`src/common/rv_pkg.sv`:
```
package rv_pkg;

  typedef logic [31:0] xlen_t;
  typedef logic [31:0] insn_t;
  typedef logic [4:0]  reg_idx_t;

  // Major opcodes of the supported subset
  localparam logic [6:0] OP_REG_IMM = 7'b0010011;
  localparam logic [6:0] OP_REG_REG = 7'b0110011;
  localparam logic [6:0] OP_LUI     = 7'b0110111;
  localparam logic [6:0] OP_BRANCH  = 7'b1100011;
  localparam logic [6:0] OP_SYSTEM  = 7'b1110011;

  // Class of every cycle seen in writeback
  typedef enum logic [1:0] {
    CYCLE_INVALID      = 2'd0,
    CYCLE_RESET        = 2'd1,
    CYCLE_NO_STALL     = 2'd2,
    CYCLE_TAKEN_BRANCH = 2'd3
  } cycle_status_e;

  typedef enum logic [3:0] {
    ADD, SUB, SLL, SLT, SLTU, XOR, SRL, SRA, OR, AND, LUI
  } alu_op_e;

  // Same encoding as funct3 of the branch
  typedef enum logic [2:0] {
    BEQ  = 3'b000,
    BNE  = 3'b001,
    BLT  = 3'b100,
    BGE  = 3'b101,
    BLTU = 3'b110,
    BGEU = 3'b111
  } br_op_e;

  typedef struct packed {
    xlen_t         pc;
    insn_t         insn;
    cycle_status_e status;
  } fd_t;

  typedef struct packed {
    xlen_t         pc;
    insn_t         insn;
    reg_idx_t      rs1;
    reg_idx_t      rs2;
    reg_idx_t      rd;
    xlen_t         rs1_val;
    xlen_t         rs2_val;
    xlen_t         imm;
    logic          use_imm;
    alu_op_e       alu_op;
    logic          is_branch;
    br_op_e        br_op;
    logic          writes_rd;
    logic          is_ecall;
    cycle_status_e status;
  } dx_t;

  // Memory and writeback payload, also the retirement record
  typedef struct packed {
    xlen_t         pc;
    insn_t         insn;
    reg_idx_t      rd;
    xlen_t         wdata;
    logic          we;
    logic          halt;
    cycle_status_e status;
  } result_t;

  typedef struct packed {
    logic  taken;
    xlen_t target;
  } redirect_t;

  // A producer forwards only when it writes a nonzero destination
  function automatic xlen_t bypass(result_t src, reg_idx_t idx, xlen_t val);
    if (src.we && src.rd != '0 && src.rd == idx) begin
      return src.wdata;
    end
    return val;
  endfunction

endpackage
```
`src/verilog/rv_core.sv`:
```
`timescale 1ns/1ps

module rv_core #(
  parameter rv_pkg::xlen_t RESET_PC = '0
) (
  input  logic            clk,
  input  logic            rst,
  input  rv_pkg::insn_t   insn_i,
  output rv_pkg::xlen_t   pc_o,
  output logic            halt_o,
  output rv_pkg::result_t trace_o
);

  rv_pkg::redirect_t redirect;
  rv_pkg::fd_t       fd;
  rv_pkg::dx_t       dx;
  rv_pkg::result_t   xm;
  rv_pkg::result_t   mem;
  rv_pkg::result_t   wb;

  rv_fetch #(
    .RESET_PC (RESET_PC)
  ) u_fetch (
    .clk        (clk),
    .rst        (rst),
    .insn_i     (insn_i),
    .redirect_i (redirect),
    .pc_o       (pc_o),
    .fd_o       (fd)
  );

  rv_decode u_decode (
    .clk        (clk),
    .rst        (rst),
    .fd_i       (fd),
    .redirect_i (redirect),
    .wb_i       (wb),
    .dx_o       (dx)
  );

  rv_execute u_execute (
    .clk        (clk),
    .rst        (rst),
    .dx_i       (dx),
    .mem_i      (mem),
    .wb_i       (wb),
    .redirect_o (redirect),
    .xm_o       (xm)
  );

  rv_mem_wb u_mem_wb (
    .clk   (clk),
    .rst   (rst),
    .xm_i  (xm),
    .mem_o (mem),
    .wb_o  (wb)
  );

  // Retirement trace straight from writeback
  assign trace_o = wb;
  assign halt_o  = wb.halt;

endmodule

```
`src/verilog/rv_mem_wb.sv`:
```
`timescale 1ns/1ps

module rv_mem_wb (
  input  logic            clk,
  input  logic            rst,
  input  rv_pkg::result_t xm_i,
  output rv_pkg::result_t mem_o,
  output rv_pkg::result_t wb_o
);

  localparam rv_pkg::result_t RESET_REC = '{
    pc:     '0,
    insn:   '0,
    rd:     '0,
    wdata:  '0,
    we:     1'b0,
    halt:   1'b0,
    status: rv_pkg::CYCLE_RESET
  };

  rv_pkg::result_t mem_q;
  rv_pkg::result_t wb_q;

  // Memory stage has no data access and only carries the record along
  always_ff @(posedge clk) begin
    if (rst) begin
      mem_q <= RESET_REC;
      wb_q  <= RESET_REC;
    end else begin
      mem_q <= xm_i;
      wb_q  <= mem_q;
    end
  end

  assign mem_o = mem_q;
  assign wb_o  = wb_q;

endmodule

```
`src/execute/rv_execute.sv`:
```
`timescale 1ns/1ps

module rv_execute (
  input  logic              clk,
  input  logic              rst,
  input  rv_pkg::dx_t       dx_i,
  input  rv_pkg::result_t   mem_i,
  input  rv_pkg::result_t   wb_i,
  output rv_pkg::redirect_t redirect_o,
  output rv_pkg::result_t   xm_o
);

  rv_pkg::xlen_t op_a;
  rv_pkg::xlen_t rs2_val;
  rv_pkg::xlen_t op_b;
  rv_pkg::xlen_t alu_result;
  logic          br_cond;

  // Memory stage is younger, so it wins over writeback
  assign op_a = rv_pkg::bypass(mem_i, dx_i.rs1,
                               rv_pkg::bypass(wb_i, dx_i.rs1, dx_i.rs1_val));
  assign rs2_val = rv_pkg::bypass(mem_i, dx_i.rs2,
                                  rv_pkg::bypass(wb_i, dx_i.rs2, dx_i.rs2_val));
  assign op_b = dx_i.use_imm ? dx_i.imm : rs2_val;

  rv_alu u_alu (
    .op_i     (dx_i.alu_op),
    .a_i      (op_a),
    .b_i      (op_b),
    .imm_i    (dx_i.imm),
    .result_o (alu_result)
  );

  // Branch compares always use both registers
  always_comb begin
    case (dx_i.br_op)
      rv_pkg::BEQ:  br_cond = op_a == rs2_val;
      rv_pkg::BNE:  br_cond = op_a != rs2_val;
      rv_pkg::BLT:  br_cond = $signed(op_a) < $signed(rs2_val);
      rv_pkg::BGE:  br_cond = $signed(op_a) >= $signed(rs2_val);
      rv_pkg::BLTU: br_cond = op_a < rs2_val;
      rv_pkg::BGEU: br_cond = op_a >= rs2_val;
      default:      br_cond = 1'b0;
    endcase
  end

  assign redirect_o.taken  = dx_i.is_branch && br_cond;
  assign redirect_o.target = dx_i.pc + dx_i.imm;

  // Record handed to the memory stage register
  always_comb begin
    xm_o.pc     = dx_i.pc;
    xm_o.insn   = dx_i.insn;
    xm_o.rd     = dx_i.rd;
    xm_o.wdata  = alu_result;
    xm_o.we     = dx_i.writes_rd;
    xm_o.halt   = dx_i.is_ecall;
    xm_o.status = dx_i.status;
  end

  // Bubbles never redirect
  a_redirect_valid: assert property (@(posedge clk) disable iff (rst)
    redirect_o.taken |-> dx_i.status == rv_pkg::CYCLE_NO_STALL);

  // Decode has to hand over a squashed slot right after a redirect
  a_redirect_squash: assert property (@(posedge clk) disable iff (rst)
    redirect_o.taken |=> dx_i.status == rv_pkg::CYCLE_TAKEN_BRANCH);

endmodule

```
`src/execute/rv_alu.sv`:
```
`timescale 1ns/1ps

module rv_alu (
  input  rv_pkg::alu_op_e op_i,
  input  rv_pkg::xlen_t   a_i,
  input  rv_pkg::xlen_t   b_i,
  input  rv_pkg::xlen_t   imm_i,
  output rv_pkg::xlen_t   result_o
);

  logic          is_sub;
  rv_pkg::xlen_t sum;
  logic [4:0]    shamt;
  logic          lt_s;
  logic          lt_u;

  // One adder for add and sub, two's complement via carry in
  assign is_sub = op_i == rv_pkg::SUB;
  assign sum    = a_i + (is_sub ? ~b_i : b_i) + {31'b0, is_sub};

  assign shamt = b_i[4:0];
  assign lt_s  = $signed(a_i) < $signed(b_i);
  assign lt_u  = a_i < b_i;

  always_comb begin
    case (op_i)
      rv_pkg::ADD,
      rv_pkg::SUB:  result_o = sum;
      rv_pkg::SLL:  result_o = a_i << shamt;
      rv_pkg::SLT:  result_o = {31'b0, lt_s};
      rv_pkg::SLTU: result_o = {31'b0, lt_u};
      rv_pkg::XOR:  result_o = a_i ^ b_i;
      rv_pkg::SRL:  result_o = a_i >> shamt;
      rv_pkg::SRA:  result_o = rv_pkg::xlen_t'($signed(a_i) >>> shamt);
      rv_pkg::OR:   result_o = a_i | b_i;
      rv_pkg::AND:  result_o = a_i & b_i;
      // U immediate arrives already shifted into place
      rv_pkg::LUI:  result_o = imm_i;
      default:      result_o = '0;
    endcase
  end

endmodule

```
`src/decode/rv_decode.sv`:
```
`timescale 1ns/1ps

module rv_decode (
  input  logic              clk,
  input  logic              rst,
  input  rv_pkg::fd_t       fd_i,
  input  rv_pkg::redirect_t redirect_i,
  input  rv_pkg::result_t   wb_i,
  output rv_pkg::dx_t       dx_o
);

  logic [6:0]       opcode;
  logic [2:0]       funct3;
  logic [6:0]       funct7;
  rv_pkg::reg_idx_t rs1;
  rv_pkg::reg_idx_t rs2;
  rv_pkg::reg_idx_t rd;
  rv_pkg::xlen_t    imm_i;
  rv_pkg::xlen_t    imm_b;
  rv_pkg::xlen_t    imm_u;
  rv_pkg::xlen_t    rf_rdata1;
  rv_pkg::xlen_t    rf_rdata2;
  logic             valid;
  rv_pkg::dx_t      dec;
  rv_pkg::dx_t      dx_q;

  assign {funct7, rs2, rs1, funct3, rd, opcode} = fd_i.insn;
  assign valid = fd_i.status == rv_pkg::CYCLE_NO_STALL;

  assign imm_i = {{20{fd_i.insn[31]}}, fd_i.insn[31:20]};
  assign imm_b = {{20{fd_i.insn[31]}}, fd_i.insn[7], fd_i.insn[30:25], fd_i.insn[11:8], 1'b0};
  assign imm_u = {fd_i.insn[31:12], 12'b0};

  // Writeback port doubles as the register write
  rv_regfile u_regfile (
    .clk      (clk),
    .rst      (rst),
    .we_i     (wb_i.we),
    .waddr_i  (wb_i.rd),
    .wdata_i  (wb_i.wdata),
    .raddr1_i (rs1),
    .raddr2_i (rs2),
    .rdata1_o (rf_rdata1),
    .rdata2_o (rf_rdata2)
  );

  always_comb begin
    dec         = '0;
    dec.pc      = fd_i.pc;
    dec.insn    = fd_i.insn;
    dec.status  = fd_i.status;
    dec.rs1     = rs1;
    dec.rs2     = rs2;
    // Register written this cycle is not yet visible in the array
    dec.rs1_val = rv_pkg::bypass(wb_i, rs1, rf_rdata1);
    dec.rs2_val = rv_pkg::bypass(wb_i, rs2, rf_rdata2);
    dec.imm     = imm_i;
    dec.alu_op  = rv_pkg::ADD;
    dec.br_op   = rv_pkg::br_op_e'(funct3);
    case (opcode)
      rv_pkg::OP_REG_IMM, rv_pkg::OP_REG_REG: begin
        dec.rd        = rd;
        dec.writes_rd = valid;
        dec.use_imm   = opcode == rv_pkg::OP_REG_IMM;
        case (funct3)
          3'b000: begin
            if (opcode == rv_pkg::OP_REG_REG && funct7[5]) begin
              dec.alu_op = rv_pkg::SUB;
            end else begin
              dec.alu_op = rv_pkg::ADD;
            end
          end
          3'b001: dec.alu_op = rv_pkg::SLL;
          3'b010: dec.alu_op = rv_pkg::SLT;
          3'b011: dec.alu_op = rv_pkg::SLTU;
          3'b100: dec.alu_op = rv_pkg::XOR;
          3'b101: dec.alu_op = funct7[5] ? rv_pkg::SRA : rv_pkg::SRL;
          3'b110: dec.alu_op = rv_pkg::OR;
          default: dec.alu_op = rv_pkg::AND;
        endcase
      end
      rv_pkg::OP_LUI: begin
        dec.rd        = rd;
        dec.writes_rd = valid;
        dec.use_imm   = 1'b1;
        dec.imm       = imm_u;
        dec.alu_op    = rv_pkg::LUI;
      end
      rv_pkg::OP_BRANCH: begin
        dec.imm       = imm_b;
        dec.is_branch = valid;
      end
      rv_pkg::OP_SYSTEM: begin
        dec.is_ecall = valid && fd_i.insn[31:7] == 25'd0;
      end
      default: begin
      end
    endcase
  end

  always_ff @(posedge clk) begin
    if (rst) begin
      dx_q        <= '0;
      dx_q.status <= rv_pkg::CYCLE_RESET;
    end else if (redirect_i.taken) begin
      dx_q        <= '0;
      dx_q.status <= rv_pkg::CYCLE_TAKEN_BRANCH;
    end else begin
      dx_q <= dec;
    end
  end

  assign dx_o = dx_q;

endmodule

```
`src/verilog/rv_fetch.sv`:
```
`timescale 1ns/1ps

module rv_fetch #(
  parameter rv_pkg::xlen_t RESET_PC = '0
) (
  input  logic              clk,
  input  logic              rst,
  input  rv_pkg::insn_t     insn_i,
  input  rv_pkg::redirect_t redirect_i,
  output rv_pkg::xlen_t     pc_o,
  output rv_pkg::fd_t       fd_o
);

  rv_pkg::xlen_t pc_q;
  rv_pkg::fd_t   fd_q;

  always_ff @(posedge clk) begin
    if (rst) begin
      pc_q <= RESET_PC;
    end else if (redirect_i.taken) begin
      pc_q <= redirect_i.target;
    end else begin
      pc_q <= pc_q + 32'd4;
    end
  end

  // Word in flight from imem dies on a redirect
  always_ff @(posedge clk) begin
    if (rst) begin
      fd_q.pc     <= '0;
      fd_q.insn   <= '0;
      fd_q.status <= rv_pkg::CYCLE_RESET;
    end else if (redirect_i.taken) begin
      fd_q.pc     <= '0;
      fd_q.insn   <= '0;
      fd_q.status <= rv_pkg::CYCLE_TAKEN_BRANCH;
    end else begin
      fd_q.pc     <= pc_q;
      fd_q.insn   <= insn_i;
      fd_q.status <= rv_pkg::CYCLE_NO_STALL;
    end
  end

  assign pc_o = pc_q;
  assign fd_o = fd_q;

  // B offsets only guarantee halfword alignment of a target
  a_pc_aligned: assert property (@(posedge clk) disable iff (rst) pc_q[1:0] == 2'b00);

endmodule

```
`src/verilog/rv_regfile.sv`:
```
`timescale 1ns/1ps

module rv_regfile (
  input  logic             clk,
  input  logic             rst,
  input  logic             we_i,
  input  rv_pkg::reg_idx_t waddr_i,
  input  rv_pkg::xlen_t    wdata_i,
  input  rv_pkg::reg_idx_t raddr1_i,
  input  rv_pkg::reg_idx_t raddr2_i,
  output rv_pkg::xlen_t    rdata1_o,
  output rv_pkg::xlen_t    rdata2_o
);

  rv_pkg::xlen_t regs [32];

  always_ff @(posedge clk) begin
    if (rst) begin
      for (int i = 0; i < 32; i++) begin
        regs[i] <= '0;
      end
    end else if (we_i && waddr_i != '0) begin
      regs[waddr_i] <= wdata_i;
    end
  end

  // Combinational reads with x0 hardwired to zero
  assign rdata1_o = (raddr1_i == '0) ? '0 : regs[raddr1_i];
  assign rdata2_o = (raddr2_i == '0) ? '0 : regs[raddr2_i];

endmodule

```
`config.mk`:
```
export PLATFORM = sky130hd
export DESIGN_NAME = rv_core
export DESIGN_NICKNAME = d
export VERILOG_FILES = /design/src/common/rv_pkg.sv /design/src/verilog/rv_core.sv /design/src/verilog/rv_mem_wb.sv /design/src/execute/rv_execute.sv /design/src/execute/rv_alu.sv /design/src/decode/rv_decode.sv /design/src/verilog/rv_fetch.sv /design/src/verilog/rv_regfile.sv
export SDC_FILE = /design/constraint.sdc
export NUM_CORES = 2
export LEC_CHECK = 0
export BUFFER_PORTS_ARGS = -buffer_cell sky130_fd_sc_hd__buf_4
export CAP_MARGIN = 20
export CORE_ASPECT_RATIO = 0.7
export CORE_MARGIN = 10
export CORE_UTILIZATION = 35
export CTS_BUF_LIST = sky130_fd_sc_hd__clkbuf_8
export DETAILED_ROUTE_END_ITERATION = 8
export SLEW_MARGIN = 15
export SYNTH_ARGS = -nofsm -noshare
export SYNTH_HDL_FRONTEND = slang
export SYNTH_HIERARCHICAL = 1
export SYNTH_SLANG_ARGS = --single-unit
export TNS_END_PERCENT = 10
```
`constraint.sdc`:
```
create_clock -name clk -period 10.1 [get_ports clk]
set_input_delay 1.515 -clock clk [delete_from_list [all_inputs] [get_ports clk]]
set_output_delay 1.515 -clock clk [all_outputs]
set_load 0.02 [all_outputs]
```
; Word level (Yosys, flattened, before mapping)
; Memory sizes are Yosys's and may differ from the RTL's. A register that Yosys moved wholly into a read port is not among the register bits.
; Cells that the tools add are included.
[op_classes]
addsub = 4
n_lt_le_gt_ge = 6
n_eq_ne = 35
n_shift = 3
muxes = 42
bitwise = 7
reduce_logical = 27
[ops]
columns = operator, count
row1 = 2-to-1 mux 32 bit, 18
row2 = one-hot mux 32 bit (10 select lines), 1
row3 = less-than comparator 32 bit, 4
row4 = adder 32 bit, 2
row5 = >= comparator 32 bit, 2
row6 = one-hot mux 31 bit (2 select lines), 1
row7 = adder 32 x 1 -> 32 bit, 1
row8 = adder 32 x 3 -> 32 bit (second input constant), 1
row9 = bitwise AND 32 bit, 1
row10 = == test 32 bit, 1
row11 = inequality test 32 bit, 1
row12 = NOT 32 bit, 1
row13 = bitwise OR 32 bit, 1
row14 = OR reduction 32 bit, 1
row15 = left shift 32 x 5 -> 32 bit, 1
row16 = >> shifter 32 x 5 -> 32 bit, 1
row17 = >>> shifter 32 x 5 -> 32 bit, 1
row18 = bitwise XOR 32 bit, 1
row19 = == test 5 bit, 6
row20 = one-hot mux 4 bit (7 select lines), 1
row21 = zero test 25 bit, 1
row22 = == test 3 bit (second input constant), 7
row23 = == test 4 x 3 -> 1 bit (second input constant), 4
row24 = 2-to-1 mux 1 bit, 15
row25 = 21 further kinds, 50
[totals]
ff_bits = 496
mem_bits_rw = 1024
input_bits = 34
output_inout_bits = 138
word_cells = 159
memories = 1
[memory_table]
columns = name, words, word_bits, read_ports, rd_clocked_by_memory_dff, write_ports, line_no
row1 = u_decode.u_regfile.regs, 32, 32, 2, 2, 32, rv_regfile.sv:15  ; rv_pkg::xlen_t regs [32];

; Logic depth before layout (Yosys ltp)
[depth]
depth_word = 12
mapped_depth = 23
depth_no_buf = 19

; Hierarchy
; The synthesis kept the hierarchy.
[by_module_without_submodules]
columns = mod, instances, cells_per_inst, area_each_um2, seq_area_each_um2
row1 = rv_regfile, 1, 3502, 54253.3, 30749.5
row2 = rv_alu, 1, 1126, 8489.4, 0.0
row3 = rv_decode, 1, 562, 5858.1, 3483.3
row4 = rv_mem_wb, 1, 443, 5637.9, 4204.0
row5 = rv_execute, 1, 714, 4889.7, 0.0
row6 = rv_fetch, 1, 349, 3520.9, 1961.9
row7 = rv_core, 1, 1, 7.5, 0.0

; Worst setup path after synthesis
; Ideal clock, no wire load.
[synth_path]
kind = reg-to-reg
from = register u_mem_wb.wb_q, in the netlist u_mem_wb/wb_o[40]
to = register u_decode.dx_q, in the netlist u_decode/dx_o[41]
setup_time_ns = 0.076
arrival_ns = 5.847
required_time_ns = 10.024
slack_ns = 4.178
stages_incl_launch_ff = 21
n_path_buf = 3
synth_period_minus_slack_ns = 5.922
cell_sequence = dfxtp_1 -> or4_1 -> o21ai_1 -> nor4_1 -> buf_2 -> mux2i_1 -> o21ai_0 -> ha_1 -> a21oi_1 -> o21ai_0 -> a221oi_1 -> a31oi_1 -> a311oi_1 -> mux2i_1 -> a21boi_0 -> o31a_1 -> nor2_1 -> clkbuf_1 -> buf_1 -> nand2_1 -> o21ai_0
[synth_rtl]
columns = item, line_no
row1 = start: declaration, rv_mem_wb.sv:22  ; rv_pkg::result_t wb_q;
row2 = start signal: assignment, rv_mem_wb.sv:31  ; wb_q <= mem_q;
row3 = end: declaration, rv_decode.sv:25  ; rv_pkg::dx_t dx_q;

==> out/qor.txt <==
Initial DRT Pass Iterations: 6
sequential element share of the synthesized area: 48.9%
RSZ-0062 raised after global routing: false
clock skew: 0.103 ns
post-synth cell types: 117
H-tree depth: 4
status: finished, final reports clean
CTS root buf: clkbuf_8
Cells after Synth: 6697
crit start category: flop
Syn Std Cell Area: 82700 sq um
TritonCTS Buffers: 236
GRT Util Overall: 22.0%
CTS Sinks: 1506
CORE AREA: 235000 sq um
# rows: 149
first-pass GRT wire length: 418000 microns
post-CTS sizing: 0
syn_area_per_cell: 12.3 sq um
Initial Utilization: 35.1%
#FFs+latches synth: 1506
slowest cell on the critical path: o21ai_0
largest fanout on the critical path: 32
Worst-Margin Slew: 1.23 ns
R2R Path Start: u_mem_wb/wb_o[38]$_SDFF_PP0_
fin util: 38.8%
antenna viol nets, final: 0
I/O pin count: 172
Top FF cell, synth: edfxtp_1
Slew headroom: 17.2%
largest net degree at the start of global routing: 122
Post-synth EDFFs: 1024
Arr. time, crit path: 8.12 ns
DR DRC count: 0
die footprint: 256000 sq um
PwrDens: 156 nW/um^2
Worst Min Path Start: u_fetch/fd_o[45]$_SDFF_PP0_
Hold-fix buffers, CTS: 0
Max stage delay on crit path: 0.79 ns
DR vias: 58700
GPL Wtd Cong: 0.996
filler cell count: 22400
Die X: 601 microns
fin crit period: 7.29 ns
DR vias/cell: 5.83
Clock Path Buffers: 3
Routed Wire Length: 295000 microns
wire per inst: 29.3 microns
Final Cycle Share: 72.2%
initial antenna violation count: 11
FMAX: 137 MHz
Multi-input gate area: 38800 sq um
fraction of registers with async set/reset: 0%
Required @ worst endpoint: 10.93 ns
number of global-route vias before repair: 57800
final setup vio count: 0
Area Overhead vs Synth: 10.4%
CTS tree: yes
peak supply drop: 0.000120 V
Crit Path Category: reg2reg
hold crit path type: reg2reg
dpl hpwl: 194000 microns
I/O Buffers: 171
origin of the worst setup path: u_mem_wb/wb_o[38]$_SDFF_PP0_
register area: 40400 sq um
layout cells sized above 1: 20.3%
Slew Limit Fails: 0
synthesis warning total: 6
GRT Residual Overflow: 0
cell breakdown of the critical path: or4_1 -> o21ai_1 -> nor4_2 -> buf_4 -> mux2i_1 -> o21ai_0 -> inv_1 -> ha_1 -> nor2b_1 -> o211ai_1 -> a2111o_1 -> a31oi_1 -> a311oi_1 -> a211oi_1 -> o31a_1 -> o31a_1 -> buf_4 -> clkinv_1 -> buf_16 -> and4_1 -> a2111oi_0
Max Cap Viol: 0
die height: 427 microns
Clock transition at path regs: 0.06 ns
Worst Path Buf+Inv: 5
Sum Neg Setup Slack: 0 ns
number of post-CTS setup repair buffers: 0
CP delay by family, top: compound AO/OA/AOI/OAI gates
LEAKAGE: 33.3 nW
Clock Latency Late Sink: 1.04 ns
DR iter-0 viols: 8099
nets@finish: 6925
crit end category: flop
Final Hold Fails: 0
==> path summary, 6_finish.rpt <==
kind,cells after the start,to,slack [ns]
setup / recovery,21,u_fetch/pc_o[18]$_SDFF_PP0_,2.81
hold / removal,1,u_decode/dx_o[167]$_SDFF_PP0_,0.42
setup reg to reg,21,u_fetch/pc_o[18]$_SDFF_PP0_,2.81
hold reg to reg,1,u_decode/dx_o[167]$_SDFF_PP0_,0.42
==> power by group <==
| part | switching (mW) | internal (mW) | total [mW] | leakage, nW |
|---|---|---|---|---|
| clock | 2.58 | 2.60 | 5.18 | 2.69 |
| sequential | 0.186 | 6.81 | 7.00 | 14.3 |
| combinational | 1.32 | 0.784 | 2.10 | 16.3 |
| total | 4.08 | 10.2 | 14.3 | 33.3 |
==> cells in the mapped netlist (59+ instances only) <==
master,n,area [sq um]
a21oi_1,172,861
a22o_1,59,517
and2_1,1122,7020
buf_2,98,490
buf_4,131,983
clkbuf_1,364,1370
dfxtp_1,482,9650
edfxtp_1,1024,30700
ha_1,197,2460
inv_1,119,447
mux2i_1,325,3250
mux4_2,529,11900
nand2_1,323,1210
nand3_1,59,295
nor2_1,236,886
nor2b_1,243,1520
nor3_1,97,485
o21ai_0,178,891
o22ai_1,110,688
xnor2_1,77,674
==> cell usage in the layout, fill, tap and decap left out, types with 59 or more instances in the layout <==
master	netlist	final
nor2b_1	243	241
a21oi_1	172	172
nand3_1	59	59
mux2i_1	325	325
clkbuf_8	4	254
and2_1	1122	1121
nor3_1	97	96
nor2_1	236	199
edfxtp_1	1024	1024
xnor2_1	77	77
o22ai_1	110	110
mux4_2	529	529
buf_4	131	368
dfxtp_1	482	473
nand2_1	323	323
a22o_1	59	59
o21ai_0	178	173
inv_1	119	201
ha_1	197	197
==> layout make-up <==
| class | count | area share [%] |
|---|---|---|
| clock inverter | 184 | 1.28 |
| multi-input combinational | 4447 | 42.5 |
| inverter | 123 | 0.506 |
| sequential | 1506 | 44.3 |
| clock buffer | 254 | 3.83 |
| antenna | 5 | 0.0137 |
| timing repair buffer | 378 | 3.25 |
| tap | 3171 | 4.35 |
==> registers in the layout (all words and copies together), names as in the netlist <==
register and count:
u_decode/dx_o 174, u_mem_wb/wb_o 105, u_fetch/fd_o 66, u_decode/u_regfile/regs 1024, u_mem_wb/mem_o 105, u_fetch/pc_o 32
==> kinds of logic after synthesis <==
kind of cell / count (synthesis) / synth area share, %
AOI/OAI and AO/OA: 895 / 7.41
xor gates and xnor gates: 118 / 1.25
adders and majority gates: 199 / 3.03
buffers and inverters: 775 / 4.65
DFF: 1506 / 48.9
muxes: 896 / 19.0
other: 1 / 0.00454
and+or+nand+nor: 2307 / 15.8
==> worst reg2reg max path, stage by stage, from the launching register on <==
cell,delay (ns)
dfxtp_1,0.65
or4_1,0.20
o21ai_1,0.12
nor4_2,0.31
buf_4,0.54
mux2i_1,0.25
o21ai_0,0.79
inv_1,0.12
ha_1,0.22
nor2b_1,0.11
o211ai_1,0.09
a2111o_1,0.38
a31oi_1,0.60
a311oi_1,0.22
a211oi_1,0.27
o31a_1,0.16
o31a_1,0.42
buf_4,0.43
clkinv_1,0.47
buf_16,0.31
and4_1,0.16
a2111oi_0,0.28
==> metal layers <==
| metal | track usage, % | vias to the layer above | wire length (microns) |
|---|---|---|---|
| li1 | - | 24700 | - |
| met5 | 0.0738 | - | 13 |
| met4 | 7.85 | 2 | 11100 |
| met3 | 6.14 | 561 | 36300 |
| met2 | 31.7 | 3783 | 124000 |
| met1 | 31.5 | 29700 | 123000 |
==> metrics by stage <==
stage          area, sq um  setup WS [ns]  std cells  hold WS [ns]  power [mW]
2_1_floorplan        82800           4.18       6728         0.389        8.38
3_3_place_gp         86600           3.16       9624         0.408        9.15
3_5_place_dp         86600           3.01       9624         0.409        9.16
4_1_cts              91200           2.92      10100         0.426        14.3
5_1_grt              91300           2.19      10100         0.435        14.8
6_report             91300           2.81      10100         0.421        14.3
Power figures use the tool's default switching activity.
